--- src/logic/bram_mode_pkg.sv ---
package bram_mode_pkg;

   // port width mode encoding
   typedef logic [2:0] mode_t;

   localparam mode_t MODE_18 = 3'b010;
   localparam mode_t MODE_9  = 3'b001;
   localparam mode_t MODE_4  = 3'b100;
   localparam mode_t MODE_2  = 3'b110;
   localparam mode_t MODE_1  = 3'b101;

   localparam int DATA_W  = 18; // full port word incl. 2 parity bits
   localparam int ADDR_W  = 14; // port address in bit units
   localparam int WORD_AW = 10; // array word address, addr[13:4]

   // offset of a narrow slot inside one word
   localparam int SUB_W = ADDR_W - WORD_AW;

   // words in the array
   localparam int WORDS = 1 << WORD_AW;

   // data bits per byte lane, parity bits sit at 17 and 16
   localparam int BYTE_W = 8;

endpackage
--- src/logic/port_lane.sv ---
`timescale 1ns/1ps

module port_lane
   import bram_mode_pkg::*;
(
   input  logic              CLK_A_i,
   input  logic              RESET_ni,
   input  logic              wen_i,
   input  logic              ren_i,
   input  mode_t             wmode_i,
   input  mode_t             rmode_i,
   input  logic [ADDR_W-1:0] addr_i,
   input  logic [1:0]        be_i,
   input  logic [DATA_W-1:0] wdata_i,
   output logic [WORD_AW-1:0] word_addr_o,
   output logic [DATA_W-1:0] wdata_o,
   output logic [DATA_W-1:0] wmask_o,
   input  logic [DATA_W-1:0] ram_rdata_i,
   output logic [DATA_W-1:0] rdata_o
);

   logic [SUB_W-1:0] sub_w;
   logic [SUB_W-1:0] sub_q;
   mode_t            rmode_q;
   logic             rd_cyc;

   assign word_addr_o = addr_i[ADDR_W-1:SUB_W];
   assign sub_w       = addr_i[SUB_W-1:0];
   assign rd_cyc      = ren_i & ~wen_i; // same read qualifier as the array

   // replicate narrow data across the word
   always_comb begin
      wdata_o = '0;
      if (wen_i) begin
         case (wmode_i)
            MODE_18: wdata_o = wdata_i;
            MODE_9:  wdata_o = {{2{wdata_i[16]}}, {2{wdata_i[BYTE_W-1:0]}}};
            MODE_4:  wdata_o = {2'b00, {4{wdata_i[3:0]}}};
            MODE_2:  wdata_o = {2'b00, {8{wdata_i[1:0]}}};
            MODE_1:  wdata_o = {2'b00, {16{wdata_i[0]}}};
            default: wdata_o = '0;
         endcase
      end
   end

   // mask bit 1 keeps the stored bit
   always_comb begin
      wmask_o = '1;
      if (wen_i) begin
         case (wmode_i)
            MODE_18: begin
               {wmask_o[17], wmask_o[15:8]} = {9{~be_i[1]}};
               {wmask_o[16], wmask_o[7:0]}  = {9{~be_i[0]}};
            end
            MODE_9: begin
               // upper half when addr bit 3 is set
               {wmask_o[17], wmask_o[15:8]} = {9{~sub_w[3]}};
               {wmask_o[16], wmask_o[7:0]}  = {9{sub_w[3]}};
            end
            MODE_4: begin
               wmask_o[{sub_w[3:2], 2'b00} +: 4] = 4'h0;
            end
            MODE_2: begin
               wmask_o[{sub_w[3:1], 1'b0} +: 2] = 2'h0;
            end
            MODE_1: begin
               wmask_o[sub_w] = 1'b0;
            end
            default: wmask_o = '1;
         endcase
      end
   end

   // slot select follows the data register in the array
   always_ff @(posedge CLK_A_i or negedge RESET_ni) begin
      if (!RESET_ni) begin
         sub_q   <= '0;
         rmode_q <= MODE_18;
      end else if (rd_cyc) begin
         sub_q   <= sub_w;
         rmode_q <= rmode_i;
      end
   end

   always_comb begin
      rdata_o = '0;
      case (rmode_q)
         MODE_18: begin
            rdata_o = ram_rdata_i;
         end
         MODE_9: begin
            if (sub_q[3])
               {rdata_o[16], rdata_o[7:0]} = {ram_rdata_i[17], ram_rdata_i[15:8]};
            else
               {rdata_o[16], rdata_o[7:0]} = {ram_rdata_i[16], ram_rdata_i[7:0]};
         end
         MODE_4: begin
            rdata_o[3:0] = ram_rdata_i[{sub_q[3:2], 2'b00} +: 4];
         end
         MODE_2: begin
            rdata_o[1:0] = ram_rdata_i[{sub_q[3:1], 1'b0} +: 2];
         end
         MODE_1: begin
            rdata_o[0] = ram_rdata_i[sub_q];
         end
         default: rdata_o = '0;
      endcase
   end

endmodule

--- config.mk ---
export PLATFORM = sky130hd
export DESIGN_NAME = port_lane
export DESIGN_NICKNAME = d
export VERILOG_FILES = /design/src/logic/bram_mode_pkg.sv /design/src/logic/port_lane.sv
export SDC_FILE = /design/constraint.sdc
export NUM_CORES = 1
export LEC_CHECK = 0
export ABC_AREA = 0
export BUFFER_PORTS_ARGS = -buffer_cell sky130_fd_sc_hd__buf_2
export CAP_MARGIN = 0
export CORE_ASPECT_RATIO = 0.7
export CORE_MARGIN = 5
export CORE_UTILIZATION = 50
export CTS_BUF_LIST = sky130_fd_sc_hd__clkbuf_8
export DETAILED_ROUTE_END_ITERATION = 12
export PLACE_DENSITY = 0.95
export SYNTH_ARGS = -nofsm -noshare
export SYNTH_HDL_FRONTEND = slang
export SYNTH_SLANG_ARGS = --single-unit
--- constraint.sdc ---
create_clock -name CLK_A_i -period 4.1 [get_ports CLK_A_i]
set_input_delay 0.615 -clock CLK_A_i [delete_from_list [all_inputs] [get_ports CLK_A_i]]
set_output_delay 0.615 -clock CLK_A_i [all_outputs]
set_load 0.02 [all_outputs]
# Word-level counts from Yosys, hierarchy flattened
# Cells that the tools add are included.
[word_totals]
ff_bits = 7
[classes]
addsub = 2
magnitude_cmp = 3
eq_ne = 10
shifts = 6
n_mux = 17
bitwise = 10
reduce_logical = 1
[ops]
columns = ["operator", "count"]
rows = [
  ["case mux 18 bit (5 select lines)", 2],
  ["two-way mux 18 bit", 2],
  ["NOT 18 bit", 2],
  ["OR 18 bit", 2],
  ["== test 3 bit, second input constant", 6],
  ["NOT 16 -> 18 bit", 1],
  ["variable shift 2 x 6 -> 18 bit, first input constant", 1],
  ["variable shift 4 x 6 -> 18 bit, first input constant", 1],
  ["indexed part select 18 x 5 -> 2 bit", 1],
  ["indexed part select 18 x 5 -> 4 bit", 1],
  ["indexed part select 2 x 6 -> 18 bit, first input constant", 1],
  ["indexed part select 4 x 6 -> 18 bit, first input constant", 1],
  ["two-way mux 8 bit", 2],
  ["less-than comparator 4 x 6 -> 1 bit, second input constant", 2],
  ["negator 4 -> 6 bit", 2],
  ["case mux 4 bit (2 select lines)", 1],
  ["== test 3 x 1 -> 1 bit, second input constant", 2],
  ["== test 3 x 2 -> 1 bit, second input constant", 2],
  ["case mux 2 bit (3 select lines)", 1],
  ["case mux 1 bit (5 select lines)", 1],
  ["binary-select mux 1 bit (select 4 bit)", 1],
  ["demux 1 bit (select 4 bit)", 1],
  ["greater-or-equal comparator 4 x 1 -> 1 bit, second input constant", 1],
  ["two-way mux 1 bit", 4],
  ["5 further kinds", 8],
]

# Longest topological paths before layout
[depth]
depth_word = 7
ltp_mapped = 8
mapped_depth_nobuf = 6

# Worst setup path after synthesis
# OpenSTA, ideal clock, no wires.
[synth_timing]
path_kind = "input to output"
from = "in addr_i[1]"
to = "out wmask_o[17]"
arrival_time_ns = 2.195
required_ns = 3.485
slack_ns = 1.290
path_stages = 8
path_buffers = 2
path_cell_list = "buf_6 -> inv_1 -> ha_1 -> ha_1 -> buf_4 -> nor4_4 -> o32ai_1 -> or3b_1"
[synth_between]
elab_chain_len = 6
word_cells_on_any_way = 7
[synth_rtl]
columns = ["element", "line_no", "rtl"]
rows = [
  ["start, declared", "port_lane.sv:12", "input logic [ADDR_W-1:0] addr_i,"],
  ["negator 4 -> 6 bit *", "port_lane.sv:64", "wmask_o[{sub_w[3:1], 1'b0} +: 2] = 2'h0;"],
  ["variable shift 2 x 6 -> 18 bit", "port_lane.sv:64", ""],
  ["NOT 18 bit (no line)", "--", ""],
  ["OR 18 bit (no line) *", "--", ""],
  ["case mux 18 bit (5 select lines) *", "port_lane.sv:50", "case (wmode_i)"],
  ["two-way mux 18 bit *", "port_lane.sv:49", "if (wen_i) begin"],
  ["end, declared", "port_lane.sv:17", "output logic [DATA_W-1:0] wmask_o,"],
]
# Mark *: on every way between the ends. The rest lies on a longest branch, timed or not.

# Final worst setup path
# Same ends and word-level chain as after synthesis.

==> results.txt <==
The flow ran to the end, and the final reports show no timing, DRC or antenna violations. The tools report the number of cells in the design after placement as 422. The Yosys warning count is 0, and the power density of the placed cells is 214 nW/um^2.

The library cells used most frequently in the layout, excluding fill and tap cells, are sky130_fd_sc_hd__buf_2, sky130_fd_sc_hd__a21oi_1, sky130_fd_sc_hd__nor2_1. The horizontal die dimension works out to 88.9 um. The overall routed net length is 6540 um, and the total congestion overflow is 0. For this design the static power due to leakage is 1.23 nW. CTS placed an instance of sky130_fd_sc_hd__clkbuf_8 at the clock tree root.

The number of setup violations in the final report was 0; the average size of a mapped cell was 7.37 sq um. Adding up every negative setup slack in the final design gives 0 ps. By area the synthesized netlist is led by sky130_fd_sc_hd__a21oi_1, sky130_fd_sc_hd__dfrtp_1, sky130_fd_sc_hd__ha_1, sky130_fd_sc_hd__mux2i_1, sky130_fd_sc_hd__buf_4.

For this design, the sink count on the clock tree is 7. After synthesis, the largest family of logic cells by area is simple AND/OR/NAND/NOR gates. The detailed router placed 2,532 vias in this run.

Clock latency on the worst-skew pair, taken at its later pin, is 220 ps. The placeable core region is 4280 sq um, and the number of buffers and inverters on the critical path is 3. Headroom to the max-slew limit came out at 34.2%.

Summing the areas of all fa, ha and maj instances in the mapped netlist gives 5.74% of the synthesized area. The portion of synthesized area spent on multiplexers is 13.8%. The type of the setup path with the least slack is primary input to primary output. The run gives 0 as the count of max-cap constraint violations. The via count of the first global-routing pass is 2,283, and the maximum single-stage delay on the critical path is 410 ps. In this run, distinct cell masters in the synthesized netlist total 63. The worst-margin pin slew works out to 979 ps. 126 I/O pins were placed. The run gives 0 as the final-report max-slew violation count. Depth of the critical timing path with buffers and inverters included: 8.

Of the synthesized area, sequential elements account for 8.09%. The worst setup path is captured at a primary output. The tools report the maximum level of the CTS H-tree as 1.

Of the cells placed in the final design, the portion with a size suffix greater than 1 is 36.7%. The total of cells resized after clock tree synthesis is 0, and the placer's final routability congestion estimate is 0.964. The final-report hold violation count is 0. The number of synthesized flops with an enable pin is 0. The element type at the critical path start is a primary input. In the final routed layout, each cell accounts on average for 15.4 um. The library cell used most frequently in the layout, excluding fill and tap cells, is sky130_fd_sc_hd__buf_2. Clock-pin slew was measured on the worst setup and hold paths at 40 ps. For this run, design rule violations remaining after detail routing come to 0. The share of synthesized area in the top cell type comes to 7.11%.

For this run, the number of standard cells in the final layout without fillers is 426. Before antenna repair, the detailed router went through 4 iterations. The cell type contributing the most total cell area after synthesis is sky130_fd_sc_hd__a21oi_1.

On the final layout, the worst hold slack is 218 ps. Counting every net in the synthesized netlist gives 368. Setup repair after global routing left no endpoint under its margin. Worst IR drop on VDD: 0.185 mV. The signal on the critical path passes through buf_2, inv_1, ha_1, ha_1, nor4_4, o32ai_1, or3b_1, buf_2.

The number of antenna diodes in the final layout is 0. The net count of the finished layout is 444. Leading register cell type out of synthesis: sky130_fd_sc_hd__dfrtp_1. In this run the core area contains 20 standard-cell rows. After Yosys synthesis, and, or, nand and nor cells account for 30.6% of the synthesized area. For the starting density of the core, the log shows 51.0%. The type of the most critical hold path is primary input to async pin.

Counting flops and latches in the post-synthesis netlist gives 7. Of the total synthesized cell area, the portion taken by XOR and XNOR cells is 0%. Grouping stages by cell kind, the critical path spends the most delay in simple AND/OR/NAND/NOR gates. The tools report the number of antenna violations at the first check in global routing as 0. Data arrives at the worst endpoint at 2550 ps.

The worst reg-to-reg path cell count is 1, and the final period utilization is 77.3%. TritonCTS created 3 clock buffers. The logs give 21.8% for the overall fraction of global-route tracks in use and 10,500 um for the first-pass GRT wire length.

The deepest clock path buffer count came out at 2. The number of hold buffers added after cts was 0; the count of buffers inserted at the top-level ports was 105. The required time at the endpoint of the critical path was 3480 ps.

From synthesis to final layout, the design area changed by 19.3%. The count of nets left with antenna violations once routing finished came out at 0. TritonCTS built the clock tree.

The cell area that synthesis handed to floorplanning was 2180 sq um. Using the TritonRoute via totals, the vias-per-cell ratio works out to 5.94. The largest individual stage delay along the critical path comes from the cell sky130_fd_sc_hd__ha_1.

The design draws 557 uW. In the synthesized netlist, the number of instances is 296. The maximum frequency from static timing analysis was 0.316 GHz; the area fraction in compound gates after synthesis was 30.3%. Subtracting the final worst setup slack from the clock period gives 3170 ps. The tools report the sum of net half-perimeters after detailed placement as 5140 um.

Of all nets on the critical path, the largest fanout is 13. The proportion of register bits with asynchronous set or reset after synthesis is 100%. The floorplan step defined a die boundary enclosing 5800 sq um. From bottom edge to top edge, the die measures 65.3 um. The tools report the largest net degree at the start of global routing as 30. The number of buffers inserted to repair setup after CTS is 0. The run gives 60.8% as the fraction of the core area covered by cells at the end of the flow. The clock arrives with 0 ps of skew. In this run, the number of DRC markers left after iteration 0 of detailed routing was 158.
[cells by family (layout without fill, tap and decap cells)]
family,Yosys count,after routing
DFF,7,7
and+or+nand+nor,115,115
adders and majority gates,10,10
AOI/OAI and AO/OA,96,96
muxes,25,25
buffers and inverters,43,118
[cell type report]
| type | count | area (sq um) |
|---|---|---|
| sequential | 7 | 176 |
| timing repair buffer | 105 | 526 |
| fill | 383 | 1680 |
| tap | 55 | 68.8 |
| multi-input combinational | 246 | 1750 |
| clock buffer | 3 | 41.3 |
| inverter | 9 | 33.8 |
| clock inverter | 1 | 3.75 |
[cell usage after synthesis (3+ instances only)]
cell type,n
sky130_fd_sc_hd__a21oi_1,31
sky130_fd_sc_hd__nor2_1,24
sky130_fd_sc_hd__nand2_1,17
sky130_fd_sc_hd__buf_4,16
sky130_fd_sc_hd__and2_1,12
sky130_fd_sc_hd__buf_2,12
sky130_fd_sc_hd__mux2i_1,12
sky130_fd_sc_hd__ha_1,10
sky130_fd_sc_hd__nor2b_1,10
sky130_fd_sc_hd__or2_1,9
sky130_fd_sc_hd__nand3_1,8
sky130_fd_sc_hd__a22oi_1,7
sky130_fd_sc_hd__inv_1,7
sky130_fd_sc_hd__o21ai_0,7
sky130_fd_sc_hd__dfrtp_1,6
sky130_fd_sc_hd__mux2_2,6
sky130_fd_sc_hd__nand2b_1,6
sky130_fd_sc_hd__nor3b_1,6
sky130_fd_sc_hd__a21o_1,5
sky130_fd_sc_hd__a31o_2,5
sky130_fd_sc_hd__o21a_1,5
sky130_fd_sc_hd__clkbuf_1,4
sky130_fd_sc_hd__mux2_1,4
sky130_fd_sc_hd__nand3b_1,4
sky130_fd_sc_hd__o2111ai_1,4
sky130_fd_sc_hd__o211ai_1,4
sky130_fd_sc_hd__o22ai_1,4
sky130_fd_sc_hd__a31oi_1,3
sky130_fd_sc_hd__mux4_2,3
sky130_fd_sc_hd__nor3_1,3
[report_power, final]
part           leakage (nW)  internal (mW)  switching (mW)
Clock                0.0269         0.0646          0.0291
Combinational          1.12          0.148           0.204
Sequential           0.0815         0.0799          0.0321
[state kept, by name (all words and copies together) (netlist names)]
| name | flops |
|---|---|
| sub_q | 4 |
| rmode_q | 3 |
[per-stage QoR]
step	instance area, sq um	setup slack [ps]
after floorplan	2180	1290
after global placement	2560	1040
after detailed placement	2560	966
after CTS	2600	968
after global routing	2600	844
final	2600	932
[final timing paths]
| path | start | slack, ps | endpoint |
|---|---|---|---|
| max | addr_i[1] | 930 | wmask_o[17] |
| min | RESET_ni | 220 | rmode_q[2] |
| max reg2reg | sub_q[3] | 2960 | sub_q[3] |
| min reg2reg | rmode_q[1] | 630 | rmode_q[1] |
| max in group asynchronous | RESET_ni | 3650 | rmode_q[1] |
| min in group CLK_A_i | rmode_i[1] | 600 | rmode_q[1] |
[metal layers]
layer / share of wire (%) / track usage [%] / up-vias
met5: 0 / 0 / -
met4: 0.73 / 3.53 / 0
met3: 10 / 4.89 / 10
met2: 47 / 35.3 / 132
met1: 42 / 30.0 / 1159
li1: - / - / 1231
Note: power is estimated with default switching activity, not from simulation.
