## src/logic/bram_fifo_pkg.sv

```systemverilog
package bram_fifo_pkg;

   // fifo mode always runs at 18 bit width, one entry per array word
   localparam int FIFO_DEPTH = 1024;

   localparam int PTR_W = 10; // wraps at depth
   localparam int CNT_W = 11; // holds 0..FIFO_DEPTH

   // programmable almost-full / almost-empty levels
   localparam int THR_W = 11;

endpackage

```

## src/logic/fifo_ctl.sv

```systemverilog
`timescale 1ns/1ps

module fifo_ctl
   import bram_fifo_pkg::*;
(
   input  logic             CLK_A_i,
   input  logic             RESET_ni,
   input  logic             flush_ni,
   input  logic             push_i,
   input  logic             pop_i,
   input  logic [THR_W-1:0] upaf_i,
   input  logic [THR_W-1:0] upae_i,
   output logic [PTR_W-1:0] waddr_o,
   output logic [PTR_W-1:0] raddr_o,
   output logic             pop_ok_o,
   output logic             empty_o,
   output logic             epo_o,
   output logic             ewm_o,
   output logic             underrun_o,
   output logic             full_o,
   output logic             fmo_o,
   output logic             fwm_o,
   output logic             overrun_o
);

   logic [CNT_W-1:0] cnt;
   logic [CNT_W-1:0] cnt_nxt;
   logic [CNT_W-1:0] fwm_lvl;
   logic [PTR_W-1:0] wptr_nxt;
   logic [PTR_W-1:0] rptr_nxt;
   logic             push_ok;
   logic             clr;

   assign clr      = ~flush_ni;
   assign push_ok  = push_i & ~full_o;  // dropped when full
   assign pop_ok_o = pop_i & ~empty_o;
   assign fwm_lvl  = CNT_W'(FIFO_DEPTH) - CNT_W'(upaf_i);

   always_comb begin
      if (clr) begin
         cnt_nxt  = '0;
         wptr_nxt = '0;
         rptr_nxt = '0;
      end else begin
         cnt_nxt  = cnt + CNT_W'(push_ok) - CNT_W'(pop_ok_o);
         wptr_nxt = waddr_o + PTR_W'(push_ok);
         rptr_nxt = raddr_o + PTR_W'(pop_ok_o);
      end
   end

   // flags follow the new count, so they show one cycle after the access
   always_ff @(posedge CLK_A_i or negedge RESET_ni) begin
      if (!RESET_ni) begin
         cnt        <= '0;
         waddr_o    <= '0;
         raddr_o    <= '0;
         empty_o    <= 1'b1;
         epo_o      <= 1'b1;
         ewm_o      <= 1'b1;
         full_o     <= 1'b0;
         fmo_o      <= 1'b0;
         fwm_o      <= 1'b0;
         overrun_o  <= 1'b0;
         underrun_o <= 1'b0;
      end else begin
         cnt        <= cnt_nxt;
         waddr_o    <= wptr_nxt;
         raddr_o    <= rptr_nxt;
         empty_o    <= (cnt_nxt == '0);
         epo_o      <= (cnt_nxt <= CNT_W'(1));
         ewm_o      <= (cnt_nxt <= CNT_W'(upae_i));
         full_o     <= (cnt_nxt == CNT_W'(FIFO_DEPTH));
         fmo_o      <= (cnt_nxt >= CNT_W'(FIFO_DEPTH - 1));
         fwm_o      <= (cnt_nxt >= fwm_lvl);
         overrun_o  <= ~clr & (overrun_o | (push_i & full_o));  // sticky
         underrun_o <= ~clr & (underrun_o | (pop_i & empty_o));
      end
   end

endmodule

```

## config.mk

```make
export PLATFORM = sky130hd
export DESIGN_NAME = fifo_ctl
export DESIGN_NICKNAME = d
export VERILOG_FILES = /design/src/logic/bram_fifo_pkg.sv /design/src/logic/fifo_ctl.sv
export SDC_FILE = /design/constraint.sdc
export NUM_CORES = 1
export LEC_CHECK = 0
export BUFFER_PORTS_ARGS = -buffer_cell sky130_fd_sc_hd__buf_2
export CORE_ASPECT_RATIO = 0.8
export CORE_MARGIN = 2
export CORE_UTILIZATION = 40
export DETAILED_ROUTE_END_ITERATION = 12
export GPL_TIMING_DRIVEN = 0
export SYNTH_ARGS = -nofsm -noshare
export SYNTH_HDL_FRONTEND = slang
export SYNTH_SLANG_ARGS = --single-unit
```

## constraint.sdc

```tcl
create_clock -name CLK_A_i -period 4 [get_ports CLK_A_i]
set_clock_uncertainty 0.15 [all_clocks]
set_input_delay 0.2 -clock CLK_A_i [delete_from_list [all_inputs] [get_ports CLK_A_i]]
set_output_delay 0.2 -clock CLK_A_i [all_outputs]
set_load 0.01 [all_outputs]
```

## Word level (Yosys, flattened, before mapping)

Cells that the tools add are included.

- Eq/ne operators: 1
- Reductions and logical operators: 1
- Bitwise operators: 10
- $lt $le $gt $ge: 4
- $add $sub $neg: 5
- Multiplexer cells: 3

Operators with widths:

| kind | number |
|---|---|
| adder 10 x 1 -> 10 bit | 2 |
| 2-to-1 mux 10 bit | 2 |
| adder 11 x 1 -> 11 bit | 1 |
| equality test 11 bit (second input constant) | 1 |
| greater-or-equal comparator 11 x 10 -> 1 bit (second input constant) | 1 |
| greater-or-equal comparator 11 bit | 1 |
| less-or-equal comparator 11 x 1 -> 1 bit (second input constant) | 1 |
| less-or-equal comparator 11 bit | 1 |
| logical NOT 11 bit | 1 |
| 2-to-1 mux 11 bit | 1 |
| subtractor 11 x 1 -> 11 bit | 1 |
| subtractor 11 bit (first input constant) | 1 |
| bitwise AND 1 bit | 6 |
| NOT 1 bit | 2 |
| bitwise OR 1 bit | 2 |

- Bits of input ports: 27
- Bits in registers: 39

## Longest topological paths before layout

- Depth in word-level cells: 6
- Depth in mapped cells: 16
- Depth with buffers taken out: 16

## Worst setup path before layout

OpenSTA, ideal clock, no wires.

- Kind: flip-flop to flip-flop
- From: reg empty_o
- To: reg ewm_o
- Arrival: 3.574 ns
- Slack: 0.196 ns
- Required time: 3.770 ns
- Stages on the path, launching flop included: 16
- Period minus slack after synthesis: 3.804 ns
- Cells stage by stage: dfstp_2 -> nor2b_1 -> xnor2_1 -> ha_1 -> inv_1 -> fa_1 -> nor2b_4 -> o311a_4 -> nor2_1 -> o311ai_0 -> ha_1 -> nand3_1 -> o21ai_0 -> a21o_1 -> maj3_1 -> o22a_1

- Cells in the longest elaborated chain, start to end: 5

Ends and longest elaborated chain:

| element | RTL line | RTL |
|---|---|---|
| start: declaration | fifo_ctl.sv:16 | `output logic empty_o,` |
| start signal: assignment | fifo_ctl.sv:69 | `empty_o <= (cnt_nxt == '0);` |
| NOT 1 bit | fifo_ctl.sv:36 | `assign pop_ok_o = pop_i & ~empty_o;` |
| bitwise AND 1 bit | fifo_ctl.sv:36 |  |
| named net pop_ok_o | fifo_ctl.sv:15 | `output logic pop_ok_o,` |
| subtractor 11 x 1 -> 11 bit | fifo_ctl.sv:45 | `cnt_nxt = cnt + CNT_W'(push_ok) - CNT_W'(pop_ok_o);` |
| 2-to-1 mux 11 bit | fifo_ctl.sv:40 | `if (clr) begin` |
| named net cnt_nxt[6] | fifo_ctl.sv:27 | `logic [CNT_W-1:0] cnt_nxt;` |
| less-or-equal comparator 11 bit | fifo_ctl.sv:71 | `ewm_o <= (cnt_nxt <= CNT_W'(upae_i));` |
| end signal: assignment | fifo_ctl.sv:71 |  |
| end: declaration | fifo_ctl.sv:18 | `output logic ewm_o,` |

The timed path passes the listed nets, and every way through them passes these cells.

## Worst setup path in the final report

- From: reg empty_o
- To: reg ewm_o

- Cells in the longest elaborated chain, start to end: 5

Ends and longest elaborated chain:

| element | RTL line |
|---|---|
| NOT 1 bit | fifo_ctl.sv:36 |
| bitwise AND 1 bit | fifo_ctl.sv:36 |
| subtractor 11 x 1 -> 11 bit | fifo_ctl.sv:45 |
| 2-to-1 mux 11 bit | fifo_ctl.sv:40 |
| named net cnt_nxt[10] | fifo_ctl.sv:27 |
| less-or-equal comparator 11 bit | fifo_ctl.sv:71 |

The timed path passes the listed nets, and every way through them passes these cells.

==> run summary <==
The maximum frequency from static timing analysis was 261 MHz. After clock tree synthesis, the clock-pin slew on the worst setup and hold paths is 0.09 ns. The maximum fanout along the worst path came out at 5. The largest individual stage delay along the critical path comes from the cell sky130_fd_sc_hd__dfstp_2.

For this run, asynchronously set or reset flops after synthesis account for 100%. Setup violations remaining at the end of the flow were counted as 0. Routability-driven placement finished with a final weighted congestion of 0.835. Global routing finished with a remaining overflow of 0. Pin placement for this block handled 56 I/O pins. The pre-antenna-repair detailed-routing pass consisted of 4 iterations. The run gives 2341 as the routed via count. The starting DRC count in detailed routing was 156. The worst register-to-register path begins at empty_o. From bottom edge to top edge, the die measures 79.7 um. The cell row count was 27. In the synthesized netlist, the number of instances is 308. The number of antenna diodes in the final layout is 0. The sequential fraction of the synthesis area was 34.2%; the number of port buffers was 55. In the post-route analysis, the smallest setup slack over all paths is 0.174 ns. The worst setup path is captured at a flip-flop. The root buffer cell chosen for the clock tree is sky130_fd_sc_hd__clkbuf_8. The critical path goes through nor2b_1 > xnor2_1 > ha_1 > inv_1 > fa_2 > nor2b_4 > o311a_4 > o41a_1 > or3_1 > nand3_2 > inv_1 > ha_1 > nand3_1 > a2111oi_2 > o22a_1. The logs give 41.6% for the worst relative slew slack and 5 for the number of buffers inserted during clock tree synthesis.

VDD sags by at most 0.317 mV. Of all cell types, the one taking the most synthesized area is sky130_fd_sc_hd__dfrtp_1. For this configuration, the core starts out at a cell density of 41.4%. The number of violations of the max-capacitance limit came out at 0. The tools report the deepest level of the CTS H-tree as 2.

For the pin with the worst max-slew slack, the measured transition is 0.875 ns. Power spread over the standard cell area amounts to 723 mW/mm^2. The final net count was 434. The final layout contains routed wiring with a total length of 6460 um.

The signed area change from the synthesized netlist to the final layout was 19.0%; the clock latency reported for the late side of the worst-skew pair was 0.29 ns. The tightest min-delay check is of the input pin to flip-flop type. Counting every net in the synthesized netlist gives 371.

Entering global routing, the biggest net connects 40 pins. Timing analysis after detailed placement gives a worst setup slack of -0.527 ns. The via count normalized by instance count works out to 5.10. Remaining routing DRC violations: 0.

The total number of clock tree sinks was 39. The design draws 2.47 mW. The clock passes through at most 2 buffers. Summing every instance area after synthesis gives 0.00286 mm^2. The primary flip-flop cell chosen by synthesis mapping is sky130_fd_sc_hd__dfrtp_1. The run gives 16.7% as the total track usage. Data on the critical path is required at its endpoint by 4.09 ns.

In this run the static leakage power is 1.78 nW. With fillers left out, the area of the finished cells amounts to 0.00341 mm^2. In this run the worst setup path begins at empty_o. The number of buffer and inverter instances along the worst setup path came out at 2. The worst setup path is of the flip-flop to flip-flop kind. The horizontal die dimension is 98.6 um. The run gives 0.00786 mm^2 as the area of the die. In this run the post-CTS setup repair buffer count came out at 0.

Final hold slack: 0.0172 ns. TritonCTS built the clock tree. Data on the critical path arrives at its endpoint at 3.92 ns. In this run the most critical hold path is launched from push_i.

The yosys synthesis warning count is 0, and the count of flip-flops with a built-in enable after synthesis is 0. The setup TNS is 0 ns. The mean area per synthesized cell came out at 9.30 um^2. Among cell families on the critical path, the largest total delay comes from compound AO/OA/AOI/OAI gates.

For the max-slew violation total from the final report, the log shows 0. The via count of the first global-routing pass came out at 2201. The largest single stage delay on the critical path is 0.56 ns. Number of hold-slack violations in the final timing report: 0. The tools report the core area as 0.00693 mm^2. The count of cell types in the netlist is 57.

Global-route wire length before repair: 10600 um. The tools report the half-perimeter wire length of the detailed placement result as 5000 um. STA classifies the critical path startpoint as a flip-flop.

The post-route clock period utilization works out to 95.7%. Sorting the synthesized cells by area gives the leading types as sky130_fd_sc_hd__dfrtp_1 (31%), sky130_fd_sc_hd__ha_1 (15%), sky130_fd_sc_hd__xor2_1 (4.6%). The synthesized flop and latch total came out at 39. The run gives 0.00325 mm^2 as the placed instance area. In the final layout, the share of cells above drive strength 1 is 21.8%. For the number of antenna violations at the first check in global routing, the log shows 0. The flow ran to the end, and the final reports show no timing, DRC or antenna violations.

In the final routed layout, each cell accounts on average for 14.1 um. The shortest period the worst path allows is 3.83 ns. Summed over its instances, the top area cell type makes up 31.5% of the synthesized netlist area.

The count of nets left with antenna violations after detail routing was 0.
[worst paths after layout]
path	endpoint	slack [ns]	cells after the start
setup reg to reg	ewm_o	0.17	15
hold reg to reg	underrun_o	0.37	2
max in group asynchronous	cnt[1]	2.74	2
hold / removal	overrun_o	0.02	3
setup / recovery	ewm_o	0.17	15
min in group asynchronous	raddr_o[8]	0.41	2
[cell usage in the layout, fill, tap and decap left out, types with 3 or more instances in the layout]
| master | synthesis | final |
|---|---|---|
| sky130_fd_sc_hd__a21o_1 | 7 | 7 |
| sky130_fd_sc_hd__a21oi_1 | 10 | 10 |
| sky130_fd_sc_hd__and2_1 | 7 | 7 |
| sky130_fd_sc_hd__and3_1 | 4 | 4 |
| sky130_fd_sc_hd__buf_2 | 0 | 55 |
| sky130_fd_sc_hd__clkbuf_1 | 4 | 4 |
| sky130_fd_sc_hd__clkbuf_8 | 0 | 6 |
| sky130_fd_sc_hd__dfrtp_1 | 36 | 36 |
| sky130_fd_sc_hd__dfstp_2 | 3 | 3 |
| sky130_fd_sc_hd__ha_1 | 35 | 35 |
| sky130_fd_sc_hd__inv_1 | 34 | 34 |
| sky130_fd_sc_hd__nand2_1 | 15 | 15 |
| sky130_fd_sc_hd__nand2b_1 | 5 | 5 |
| sky130_fd_sc_hd__nand3_1 | 14 | 13 |
| sky130_fd_sc_hd__nand3b_1 | 4 | 4 |
| sky130_fd_sc_hd__nand4_1 | 3 | 3 |
| sky130_fd_sc_hd__nor2_1 | 27 | 27 |
| sky130_fd_sc_hd__nor2b_1 | 3 | 3 |
| sky130_fd_sc_hd__nor3_1 | 4 | 4 |
| sky130_fd_sc_hd__nor4_1 | 4 | 4 |
| sky130_fd_sc_hd__o211ai_1 | 3 | 3 |
| sky130_fd_sc_hd__o21a_1 | 4 | 4 |
| sky130_fd_sc_hd__o21ai_0 | 8 | 8 |
| sky130_fd_sc_hd__or3_1 | 6 | 6 |
| sky130_fd_sc_hd__xnor2_1 | 13 | 13 |
| sky130_fd_sc_hd__xor2_1 | 15 | 15 |
[stage by stage]
step | utilization [%] | instances
after floorplan | - | 308
after global placement | 46.9 | 450
after detailed placement | 46.9 | 450
after CTS | 48.9 | 459
after global routing | 49.2 | 459
final | 49.2 | 459
[area by class of cell]
type	count	area [um^2]
buffer	5	18.8
clock buffer	6	82.6
clock inverter	2	38.8
fill	677	3520
inverter	34	128
multi-input combinational	230	1770
sequential	39	980
tap	87	109
timing repair buffer	56	285
[cell usage after synthesis (all sizes together), types with 2 or more instances]
library cell / n
o21ai: 9
maj3: 2
a2111oi: 2
or3: 7
nand3b: 4
a21o: 7
o31ai: 2
o21a: 4
xnor2: 13
o311a: 2
a21oi: 10
o211ai: 3
a31oi: 2
o21bai: 2
nor4: 4
nand3: 14
inv: 34
and2: 7
nor2b: 4
a211oi: 2
nand4b: 2
mux2i: 2
ha: 35
clkbuf: 4
nand2: 15
xor2: 15
nor3: 4
nand2b: 5
or2: 3
and3: 4
nor2: 27
dfstp: 3
nand4: 3
dfrtp: 36
[cell families after synthesis]
logic type,count (synthesis),synth area share (%)
xor+xnor,28,8.56
flops,39,34.2
fa+ha+maj,38,16.7
mux,3,1.22
compound gates,54,14.2
buf+inv,39,5.11
simple gates,107,20.0
[registers in the layout, summed over array words and instances, names as in the netlist]
register,flops
epo_o,1
full_o,1
overrun_o,1
cnt,11
waddr_o,10
fwm_o,1
ewm_o,1
raddr_o,10
underrun_o,1
fmo_o,1
empty_o,1
[worst register-to-register path, stage by stage, from the launching register on]
cell and delay, ns:
sky130_fd_sc_hd__dfstp_2 0.56, sky130_fd_sc_hd__nor2b_1 0.08, sky130_fd_sc_hd__xnor2_1 0.15, sky130_fd_sc_hd__ha_1 0.21, sky130_fd_sc_hd__inv_1 0.07, sky130_fd_sc_hd__fa_2 0.23, sky130_fd_sc_hd__nor2b_4 0.05, sky130_fd_sc_hd__o311a_4 0.34
sky130_fd_sc_hd__o41a_1 0.36, sky130_fd_sc_hd__or3_1 0.43, sky130_fd_sc_hd__nand3_2 0.12, sky130_fd_sc_hd__inv_1 0.10, sky130_fd_sc_hd__ha_1 0.30, sky130_fd_sc_hd__nand3_1 0.11, sky130_fd_sc_hd__a2111oi_2 0.34, sky130_fd_sc_hd__o22a_1 0.17
[where the power goes]
part	internal (mW)	switching (mW)	total [mW]	leakage [nW]
Sequential	0.486	0.0495	0.536	0.516
Combinational	0.683	0.890	1.57	1.20
Clock	0.205	0.151	0.357	0.0618
[per-layer routing]
metal | track usage (%) | wire (um) | vias to the layer above
met1 | 24.8 | 3150 | 1082
met4 | 3.56 | 36 | 0
li1 | - | - | 1207
met5 | 0 | 0 | -
met3 | 2.89 | 324 | 2
met2 | 25.4 | 2940 | 50
[what timing repair did]
| item | 4_1_cts | 5_1_grt |
|---|---|---|
| hold buffers | 1 | 0 |
| endpoints found under the hold margin | 36 | 0 |
| setup endpoints to repair | 2 | 1 |
| gates resized for setup | 2 | 4 |
No activity file was read; power rests on OpenSTA's default activity.
